===== config.mk =====
export PLATFORM = sky130hd
export DESIGN_NAME = smc_mac_top
export DESIGN_NICKNAME = d
export VERILOG_FILES = /design/src/hdl/smc_pkg.sv /design/src/hdl/smc_mac_top.sv /design/src/hdl/smc_read_merge.sv /design/src/hdl/smc_byte_lane.sv /design/src/hdl/smc_access_ctrl.sv
export VERILOG_INCLUDE_DIRS = /design/src /design/src/hdl
export SDC_FILE = /design/constraint.sdc
export NUM_CORES = 1
export LEC_CHECK = 0
export BUFFER_PORTS_ARGS = -buffer_cell sky130_fd_sc_hd__buf_2
export CAP_MARGIN = 20
export CORE_AREA = 2 2 81 83
export DETAILED_ROUTE_END_ITERATION = 16
export DIE_AREA = 0 0 83 85
export MAX_ROUTING_LAYER = met4
export PLACE_DENSITY = 0.84
export SYNTH_ARGS = -nofsm -noshare
export SYNTH_HDL_FRONTEND = slang
export SYNTH_SLANG_ARGS = --single-unit

===== constraint.sdc =====
create_clock -name sys_clk9 -period 7.97 [get_ports sys_clk9]
set_input_delay 1.594 -clock sys_clk9 [delete_from_list [all_inputs] [get_ports sys_clk9]]
set_output_delay 1.594 -clock sys_clk9 [all_outputs]
set_load 0.02 [all_outputs]

===== src/hdl/smc_consts.svh =====
/*
  Width constants for the static memory controller access block.
  Include this wherever bus, lane or counter widths are needed.
*/

`ifndef SMC_CONSTS_SVH
`define SMC_CONSTS_SVH

// host and external data width
`define SMC_DATA_W 32
// byte lanes on the host word
`define SMC_LANES 4
`define SMC_BYTE_W 8   // one lane
// accesses remaining, up to 4 per transfer
`define SMC_CNT_W 2

`endif

===== src/hdl/smc_pkg.sv =====
/*
  Shared types for the multiple access block: size codes, access
  counter and sequencer states. Import with smc_pkg::* in the module header.
*/

`default_nettype none

`include "smc_consts.svh"

package smc_pkg;

  // size code, used for both transfer size and bus width strap
  typedef enum logic [1:0]
  {
    SIZE_8   = 2'd0,
    SIZE_16  = 2'd1,
    SIZE_32  = 2'd2,
    SIZE_RSV = 2'd3   // reserved, handled as 32
  } xfer_size_t;

  typedef logic [`SMC_CNT_W-1:0] access_idx_t;  // accesses left

  typedef enum logic [1:0]
  {
    ST_IDLE,
    ST_ACCESS,
    ST_ACK
  } ctrl_state_t;

  // log2 of the byte count for a size code
  function automatic logic [1:0] size_lg(input xfer_size_t size);
    case (size)
      SIZE_8:  return 2'd0;
      SIZE_16: return 2'd1;
      default: return 2'd2;   // 32 and reserved
    endcase
  endfunction

endpackage

`default_nettype wire


===== src/hdl/smc_mac_top.sv =====
/*
  Multiple access block top level. Wishbone classic slave on the host side,
  8/16/32-bit static memory bus on the other. Sequencer, four byte lanes
  and the read merge stage, wired together here.
*/

`timescale 1ns/1ns
`default_nettype none

`include "smc_consts.svh"

module smc_mac_top
  import smc_pkg::*;
(
  input  wire logic                   sys_clk9,
  input  wire logic                   n_sys_reset9,
  // wishbone slave
  input  wire logic                   wb_cyc,
  input  wire logic                   wb_stb,
  input  wire logic                   wb_we,
  input  wire logic [`SMC_DATA_W-1:0] wb_dat_w,
  output logic [`SMC_DATA_W-1:0]      wb_dat_r,
  output logic                        wb_ack,
  input  xfer_size_t                  xfer_size,   // tag, held with stb
  input  xfer_size_t                  bus_size,    // width strap
  // external memory bus
  output logic                        ext_strobe,
  output logic                        ext_we,
  output logic [`SMC_DATA_W-1:0]      ext_data_out,
  input  wire logic [`SMC_DATA_W-1:0] ext_data_in,
  input  wire logic                   ext_done
);

  logic        capture;
  access_idx_t access_idx;
  xfer_size_t  xfer_size_q;
  xfer_size_t  bus_size_q;

  logic [`SMC_LANES-1:0][`SMC_BYTE_W-1:0] rd_lanes;   // captured read bytes
  logic [`SMC_LANES-1:0][`SMC_BYTE_W-1:0] wr_lanes;   // external write lanes

  //--------------------------------------------------------------------------
  // sequencer
  //--------------------------------------------------------------------------
  smc_access_ctrl u_ctrl
  (
    .sys_clk9     (sys_clk9),
    .n_sys_reset9 (n_sys_reset9),
    .wb_cyc       (wb_cyc),
    .wb_stb       (wb_stb),
    .wb_we        (wb_we),
    .xfer_size    (xfer_size),
    .bus_size     (bus_size),
    .wb_ack       (wb_ack),
    .ext_done     (ext_done),
    .ext_strobe   (ext_strobe),
    .ext_we       (ext_we),
    .capture      (capture),
    .access_idx   (access_idx),
    .xfer_size_q  (xfer_size_q),
    .bus_size_q   (bus_size_q)
  );

  //--------------------------------------------------------------------------
  // byte lanes
  //--------------------------------------------------------------------------
  for (genvar g = 0; g < `SMC_LANES; g++)
  begin : g_lane
    smc_byte_lane #(.LANE(g)) u_lane
    (
      .sys_clk9     (sys_clk9),
      .n_sys_reset9 (n_sys_reset9),
      .capture      (capture),
      .access_idx   (access_idx),
      .xfer_size_q  (xfer_size_q),
      .bus_size_q   (bus_size_q),
      .ext_data_in  (ext_data_in),
      .wb_dat_w     (wb_dat_w),
      .rd_byte      (rd_lanes[g]),
      .wr_byte      (wr_lanes[g])
    );
  end

  assign ext_data_out = wr_lanes;   // lane g drives external byte g

  //--------------------------------------------------------------------------
  // read data to host
  //--------------------------------------------------------------------------
  smc_read_merge u_merge
  (
    .lane_bytes  (rd_lanes),
    .xfer_size_q (xfer_size_q),
    .wb_dat_r    (wb_dat_r)
  );

endmodule

`default_nettype wire


===== src/hdl/smc_read_merge.sv =====
/*
  Read merge. Takes the low bytes of the assembled lane word that belong
  to the transfer and repeats them across the 32-bit host read data.
  Purely combinational, valid in the ack cycle.
*/

`timescale 1ns/1ns
`default_nettype none

`include "smc_consts.svh"

module smc_read_merge
  import smc_pkg::*;
(
  input  wire logic [`SMC_LANES-1:0][`SMC_BYTE_W-1:0] lane_bytes,
  input  xfer_size_t                                  xfer_size_q,
  output logic [`SMC_DATA_W-1:0]                      wb_dat_r
);

  logic [2:0] t_bytes;   // bytes in transfer
  logic [1:0] t_mask;    // byte index modulo transfer size

  assign t_bytes = 3'd1 << size_lg(xfer_size_q);
  assign t_mask  = 2'(t_bytes - 3'd1);

  //--------------------------------------------------------------------------
  // replication
  //   8 bit  -> b0 b0 b0 b0
  //   16 bit -> b1 b0 b1 b0
  //   32 bit -> b3 b2 b1 b0
  //--------------------------------------------------------------------------
  always_comb
  begin
    for (int k = 0; k < `SMC_LANES; k++)
    begin
      wb_dat_r[k*`SMC_BYTE_W +: `SMC_BYTE_W] = lane_bytes[2'(k) & t_mask];
    end
  end

endmodule

`default_nettype wire


===== src/hdl/smc_byte_lane.sv =====
/*
  One byte lane of the host word. Captures its read byte from the right
  external lane on the right access, and drives its external lane with the
  selected host write byte, or zero when the lane is unused.
*/

`timescale 1ns/1ns
`default_nettype none

`include "smc_consts.svh"

module smc_byte_lane
  import smc_pkg::*;
#(
  parameter int unsigned LANE = 0     // host byte and external lane number
)
(
  input  wire logic                   sys_clk9,
  input  wire logic                   n_sys_reset9,
  input  wire logic                   capture,
  input  access_idx_t                 access_idx,
  input  xfer_size_t                  xfer_size_q,
  input  xfer_size_t                  bus_size_q,
  input  wire logic [`SMC_DATA_W-1:0] ext_data_in,
  input  wire logic [`SMC_DATA_W-1:0] wb_dat_w,
  output logic [`SMC_BYTE_W-1:0]      rd_byte,    // assembled host byte
  output logic [`SMC_BYTE_W-1:0]      wr_byte     // onto external lane LANE
);

  localparam logic [2:0] LANE_NUM = 3'(LANE);

  logic [1:0]  lg_b;
  logic [2:0]  t_bytes;     // bytes in transfer
  logic [2:0]  b_bytes;     // bytes on bus
  logic [1:0]  b_mask;      // lane index modulo bus width
  logic [1:0]  src_lane;    // external lane feeding this byte
  access_idx_t cap_idx;     // access on which this byte arrives
  logic        hit;
  logic [3:0]  host_idx;    // host byte wanted on our external lane

  assign lg_b    = size_lg(bus_size_q);
  assign t_bytes = 3'd1 << size_lg(xfer_size_q);
  assign b_bytes = 3'd1 << lg_b;
  assign b_mask  = 2'(b_bytes - 3'd1);

  //--------------------------------------------------------------------------
  // read capture
  //--------------------------------------------------------------------------
  assign src_lane = LANE_NUM[1:0] & b_mask;
  assign cap_idx  = access_idx_t'(LANE_NUM >> lg_b);
  assign hit = capture && (LANE_NUM < t_bytes) && (access_idx == cap_idx);

  always_ff @(posedge sys_clk9 or negedge n_sys_reset9)
  begin
    if (!n_sys_reset9)
      rd_byte <= '0;
    else if (hit)
      rd_byte <= ext_data_in[src_lane*`SMC_BYTE_W +: `SMC_BYTE_W];
  end

  //--------------------------------------------------------------------------
  // write select
  //--------------------------------------------------------------------------
  // high chunk first: counter counts down from the top
  assign host_idx = ({2'b00, access_idx} << lg_b) | {1'b0, LANE_NUM};

  always_comb
  begin
    wr_byte = '0;                            // unused lanes stay zero
    if ((LANE_NUM < b_bytes) && (host_idx < {1'b0, t_bytes}))
      wr_byte = wb_dat_w[host_idx[1:0]*`SMC_BYTE_W +: `SMC_BYTE_W];
  end

endmodule

`default_nettype wire


===== src/hdl/smc_access_ctrl.sv =====
/*
  Wishbone classic slave and access sequencer. Latches the host request,
  runs one to four external accesses, one per ext_done, then acks.
  Counter and latched sizes steer the byte lanes.
*/

`timescale 1ns/1ns
`default_nettype none

`include "smc_consts.svh"

module smc_access_ctrl
  import smc_pkg::*;
(
  input  wire logic  sys_clk9,
  input  wire logic  n_sys_reset9,
  // host side
  input  wire logic  wb_cyc,
  input  wire logic  wb_stb,
  input  wire logic  wb_we,
  input  xfer_size_t xfer_size,     // host transfer size
  input  xfer_size_t bus_size,      // external width strap
  output logic       wb_ack,
  // memory side
  input  wire logic  ext_done,
  output logic       ext_strobe,
  output logic       ext_we,
  // lane steering
  output logic       capture,       // read data valid this edge
  output access_idx_t access_idx,
  output xfer_size_t xfer_size_q,
  output xfer_size_t bus_size_q
);

  ctrl_state_t state;
  logic        we_q;                 // direction of current transfer
  logic [1:0]  lg_t;                 // log2 transfer bytes
  logic [1:0]  lg_b;                 // log2 bus bytes
  logic [1:0]  lg_n;                 // log2 access count
  logic [2:0]  num_acc;              // accesses needed, 1..4
  access_idx_t first_idx;

  //--------------------------------------------------------------------------
  // access count from the incoming sizes
  //--------------------------------------------------------------------------
  assign lg_t = size_lg(xfer_size);
  assign lg_b = size_lg(bus_size);
  // narrow transfer on wide bus still needs one access
  assign lg_n = (lg_t > lg_b) ? (lg_t - lg_b) : 2'd0;
  assign num_acc = 3'd1 << lg_n;
  assign first_idx = access_idx_t'(num_acc - 3'd1);  // count down to zero

  //--------------------------------------------------------------------------
  // sequencer
  //--------------------------------------------------------------------------
  always_ff @(posedge sys_clk9 or negedge n_sys_reset9)
  begin
    if (!n_sys_reset9)
    begin
      state       <= ST_IDLE;
      access_idx  <= '0;
      xfer_size_q <= SIZE_8;
      bus_size_q  <= SIZE_8;
      we_q        <= 1'b0;
    end
    else
    begin
      case (state)
        ST_IDLE:
        begin
          if (wb_cyc && wb_stb)        // new request
          begin
            state       <= ST_ACCESS;
            xfer_size_q <= xfer_size;
            bus_size_q  <= bus_size;
            we_q        <= wb_we;
            access_idx  <= first_idx;
          end
        end
        ST_ACCESS:
        begin
          if (ext_done)              // memory holds us here until done
          begin
            if (access_idx == '0)
              state <= ST_ACK;       // last access finished
            else
              access_idx <= access_idx - 1'b1;
          end
        end
        default:                     // ack cycle, stb ignored
        begin
          state <= ST_IDLE;
        end
      endcase
    end
  end

  //--------------------------------------------------------------------------
  // outputs, decoded from registered state
  //--------------------------------------------------------------------------
  assign ext_strobe = (state == ST_ACCESS);   // high over all accesses
  assign ext_we     = ext_strobe & we_q;
  assign wb_ack     = (state == ST_ACK);      // single cycle pulse

  // only a read access in progress loads the lanes
  assign capture = ext_done & ext_strobe & ~we_q;

endmodule

`default_nettype wire


---- After elaboration in Yosys (flattened, before gate mapping) ----
Index checks and enable logic that the tools add are counted.
storage, ports and cells
  bits of input ports ..................... 74
  register bits ........................... 41
  output and inout port bits .............. 67
  logic and storage cells ................. 108
operators by class
  muxes and demuxes ....................... 23
  reduce and logical (&&, ||, !) cells .... 23
  magnitude comparators ................... 16
  add/sub/neg operators ................... 5
  shift operators ......................... 14
  equality and inequality tests ........... 14
  bitwise logic cells ..................... 4
operators by type and width
  operator             count
  $shiftx 32x6->8      5
  $mux 8               9
  $shiftx 32x5->8      1
  $pmux 2 s2           6
  $bmux 8 s2           1
  $lt 4x3->1           4
  $mux 2               7
  $logic_and 1x1->1    13
  $logic_not 2->1      6
  $lt 1x3->1 const A   4
  $lt 2x3->1 const A   4
  $eq 2x1->1 const B   5
  $eq 2x2->1           4
  $sub 2x1->2 const B  4
  $lt 2x3->1 const B   2
  $ne 2x2->1 const B   3
  $shl 1x2->3 const A  2
  $reduce_and 4->1     1
  $shl 2x2->4          1
  $shr 1x2->2 const A  2
  $shr 2x2->2 const A  2
  $and 1x1->1          3
  $lt 1x3->1 const B   1
  $reduce_and 3->1     1
  other kinds (8)      8

---- Depth between registers and ports, before layout ----
  depth in word-level cells ............... 8
  depth in mapped cells ................... 12

---- Hierarchy ----
Synthesis repeated with hierarchy kept, for this count alone.
second synthesis, totals
  cells, all modules ...................... 370
  area, all modules ....................... 3603.5 µm²
modules (own cells, without submodules)
  module                            cells an instance  times used  area an instance (µm²)
  smc_byte_lane (g_lane[1].u_lane)  95                 1           767.0
  smc_byte_lane (g_lane[0].u_lane)  72                 1           703.2
  smc_byte_lane (g_lane[3].u_lane)  57                 1           579.3
  smc_byte_lane (g_lane[2].u_lane)  45                 1           576.8
  smc_access_ctrl                   48                 1           528.0
  smc_read_merge                    53                 1           449.2

---- Worst setup path after synthesis ----
Ideal clock, no wire load.
  path kind ............................... register to output
  start point ............................. reg u_ctrl.bus_size_q[1]
  end point ............................... out ext_data_out[10]
  data required time ...................... 6.376 ns
  data arrival time ....................... 2.665 ns
  stages on the path, launching flop included .. 13
  setup slack ............................. 3.711 ns
  buffers on the path ..................... 3
  cells stage by stage .................... dfrtp_1 -> buf_2 -> buf_4 -> nor2b_1 -> inv_1 -> ha_1 -> a22oi_1 -> inv_1 -> ha_1 -> a21o_1 -> clkbuf_2 -> a211o_1 -> a21oi_1
between the ends
  word-level cells in the longest chain between the ends .. 6
  elaborated cells on any way between the ends .. 10
ends and longest elaborated chain
  what                                                     RTL line               source
  start: declaration                                       smc_access_ctrl.sv:32  output xfer_size_t bus_size_q
  start signal: assignment                                 smc_access_ctrl.sv:75  bus_size_q <= bus_size;
  $eq 2x1->1 or $logic_not 2->1 (tied branches)            smc_pkg.sv:32          case (size)
  $pmux 2 s2 (*)                                           smc_pkg.sv:32
  branches (longest 3 deep; another with $shiftx 32x6->8)  n/a
  $mux 8 (*)                                               smc_byte_lane.sv:70    if ((LANE_NUM < b_bytes) && (host_idx < {1'b0, t_bytes}))
  end: declaration                                         smc_mac_top.sv:29      output logic [`SMC_DATA_W-1:0] ext_data_out,
Every way passes the cells marked *.

---- Worst setup path after layout ----
  start point ............................. reg u_ctrl.bus_size_q[0]
  end point ............................... out ext_data_out[14]
The elaborated chain is that of the path after synthesis.

==> results.sh <==
export IMPL_io_pins=141
export IMPL_synthCells=301
export IMPL_fin_tns_setup_ns=0
export IMPL_groute_usage_overall_pct=24.60
export IMPL_layout_min_cycle_time_ns=4.828
export IMPL_cts_max_level=2
export IMPL_status="finished, final reports clean"
export IMPL_yosysSeqAreaShare_pct=33.57
export IMPL_ys_seq_elements=41
export IMPL_hpwlAfterDp_um=6438
export IMPL_clk_latency_ns=0.30
export IMPL_synth_top_area_cell="dfrtp_1"
export IMPL_synth_warnings=0
export IMPL_p_int_uw=879.2
export IMPL_gp_congestion=0.9193
export IMPL_p_comb_share_pct=68.6
export IMPL_hold_violations=0
export IMPL_clock_sinks=41
export IMPL_rsz0062_at_grt="no"
export IMPL_critPathRequiredTime_ns=6.38
export IMPL_synthesis_area_um2=3057
export IMPL_grt_pass1_vias=2923
export IMPL_leakagePower_uw=0.001998
export IMPL_setup_violations=0
export IMPL_critical_path_class="reg2out"
export IMPL_ir_drop_uv=330.9
export IMPL_setup_slack_ns=3.142
export IMPL_holdPathStages=2
export IMPL_drv_cap=0
export IMPL_dr_pass1_iters=4
export IMPL_routed_via_count=2789
export IMPL_critPathLaunchType="flop"
export IMPL_die_h_um=85
export IMPL_ant_nets=0
export IMPL_p_sw_uw=893.7
export IMPL_die_w_um=83
export IMPL_cts_buffers=5
export IMPL_synth_nets=382
export IMPL_hold_buffers=0
export IMPL_ys_top_cells_by_area="dfrtp_1, mux2_2, mux2i_1, mux4_2, nand2_1"
export IMPL_clockBufferDepth=2
export IMPL_regToRegSetupSlack_ns=5.72
export IMPL_cts_repair_resized=0
export IMPL_grt_max_degree=42
export IMPL_cts_tree="done"
export IMPL_crit_path_max_incr_delay_ns=0.84
export IMPL_max_freq_ghz=0.2071
export IMPL_cp_end_kind="primary output"
export IMPL_grt_overflow=0
export IMPL_slew_headroom_pct=36.17
export IMPL_drt_total_wl_um=8217
export IMPL_clk_pin_slew_ns=0.09
export IMPL_p_per_area_nw_per_um2=458.4
export IMPL_crit_fanout=17
export IMPL_yosysTopAreaCellShare_pct=33.57
export IMPL_drt_drc_violations_left=0
export IMPL_port_buffers=140
export IMPL_cts_setup_buffers=0
export IMPL_cp_arrival_ns=3.23
export IMPL_synth_edf_count=0
export IMPL_slowest_stage="dfrtp_1"
export IMPL_antenna_found_initial=0
export IMPL_min_period_over_period_pct=60.58
export IMPL_synthDistinctLibCells=49
export IMPL_dieArea_um2=7055
export IMPL_grt_pass1_wl_um=13720
export IMPL_first_iter_violations=104
export IMPL_drive_gt1_share_pct=47.70
export IMPL_fp_row_count=29
export IMPL_ff2ff_path_depth=6
export IMPL_finalMaxSlewViolations=0
export IMPL_vias_per_cell=5.458
export IMPL_crit_path_cell_trace="nor2b_1 > inv_1 > ha_1 > a22oi_1 > inv_1 > ha_1 > a21o_1 > a211o_1 > a21oi_1 > buf_2"
export IMPL_worst_slew_pin_slew_ns=0.9575
export IMPL_cts_root_buf="clkbuf_8"
export IMPL_core_um2=6205
export IMPL_place_ws_ns=3.474
export IMPL_hold_path_class="reg2reg"
export IMPL_area_delta_synth_final_pct=26.52
export IMPL_n_antenna_cell=0
export IMPL_switching_share_pct=50.41
export IMPL_nets=514
export IMPL_synthFlopType="dfrtp_1"
export IMPL_routedWlPerCell_um=16.08
export IMPL_pwr_share_seq_pct=23.1
export IMPL_skew_ns=0.01187
export IMPL_clkPwrFrac_pct=8.3
export IMPL_async_flop_share_pct=100.0
export IMPL_start_util_pct=49.26
export IMPL_avgSynthCellArea_um2=10.16
export IMPL_finalPower_uw=1773
[metrics by stage]
step	utilization, %	instance area [µm²]	hold WS [ns]	std cells
after CTS	62.33	3867	0.4871	511
final	62.33	3867	0.4825	511
after floorplan	-	3057	0.4444	301
after global placement	60.70	3766	0.4570	502
after global routing	62.33	3867	0.5139	511
after detailed placement	60.78	3771	0.4666	503
[final timing paths]
path                                                         start                                       to
min                        g_lane[1].u_lane.rd_byte[4]$_DFFE_PN0P_  g_lane[1].u_lane.rd_byte[4]$_DFFE_PN0P_
min reg2reg                g_lane[1].u_lane.rd_byte[4]$_DFFE_PN0P_  g_lane[1].u_lane.rd_byte[4]$_DFFE_PN0P_
max in group asynchronous                             n_sys_reset9  g_lane[3].u_lane.rd_byte[0]$_DFFE_PN0P_
max                               u_ctrl.bus_size_q[0]$_DFFE_PN0P_                         ext_data_out[14]
min in group asynchronous                             n_sys_reset9                  u_ctrl.we_q$_DFFE_PN0P_
max reg2reg                       u_ctrl.bus_size_q[0]$_DFFE_PN0P_  g_lane[2].u_lane.rd_byte[6]$_DFFE_PN0P_
[cell usage after synthesis, types with 6 or more instances]
library cell	number
nand2_1	44
dfrtp_1	41
mux2_2	36
o21ai_0	27
mux2i_1	25
and2_1	17
a21oi_1	12
mux2_1	8
mux4_2	8
nor3b_1	8
buf_2	6
ha_1	6
inv_1	6
nor2b_1	6
[sequential cells by signal, summed over array words and instances, names as in the netlist]
signal and count:
u_ctrl.bus_size_q 2, u_ctrl.xfer_size_q 2, u_ctrl.we_q 1, g_lane.u_lane.rd_byte 32, u_ctrl.access_idx 2, u_ctrl.state 2
[area by class of cell]
| type | count | area [µm²] |
|---|---|---|
| fillers | 556 | 2337 |
| multi-input cells | 235 | 1903 |
| flip-flops and latches | 41 | 1026 |
| repair buffers | 142 | 713.2 |
| well taps | 77 | 96.34 |
| clock buffers | 6 | 82.58 |
| inverters | 8 | 32.53 |
| clock inverters | 2 | 13.76 |
[critical path, delay by kind of cell, from the launching register on]
kind,cells,cell delay (ns)
flops,1,0.84
compound gates,4,1.11
simple gates,1,0.24
buf+inv,3,0.33
fa+ha+maj,2,0.42
[layer usage]
layer / share of wire [%] / wire length [µm] / global-route usage, %
met5: 0 / 0 / -
met4: 2.3 / 187 / 8.793
met3: 7.4 / 610 / 5.739
met2: 51 / 4219 / 44.35
met1: 39 / 3199 / 26.50
[power by group through the flow]
stage / sequential, µW / combinational, µW / clock (µW)
after detailed placement: 415 / 1220 / 0
after floorplan: 385 / 918 / 0
final: 410 / 1220 / 147
after global routing: 425 / 1330 / 159
after CTS: 410 / 1230 / 149
after global placement: 406 / 1200 / 0
[placed cells by master (no fill, tap or decap), types with 2 or more instances in the layout]
master,count
nand2_1,44
inv_1,6
mux2i_1,25
dfrtp_1,41
clkbuf_8,6
nor2_1,3
nor2b_1,6
o21ai_0,27
o21ba_2,2
buf_2,141
nand2b_1,5
mux2_1,8
mux4_2,8
or3_1,2
mux2_2,36
nor3b_2,2
nor3b_1,8
and2_1,17
a21oi_1,12
a21o_1,2
ha_1,6
[cell families after synthesis]
logic type               Yosys count  synth area share (%)
buffers and inverters             25                 4.175
multiplexers                      78                 30.74
adder cells (fa/ha/maj)            7                 3.111
XOR/XNOR                           1                0.2866
AO/OA/AOI/OAI                     52                 10.07
flip-flops                        41                 33.57
AND/OR/NAND/NOR                   97                 18.05
Power figures use the tool's default switching activity.
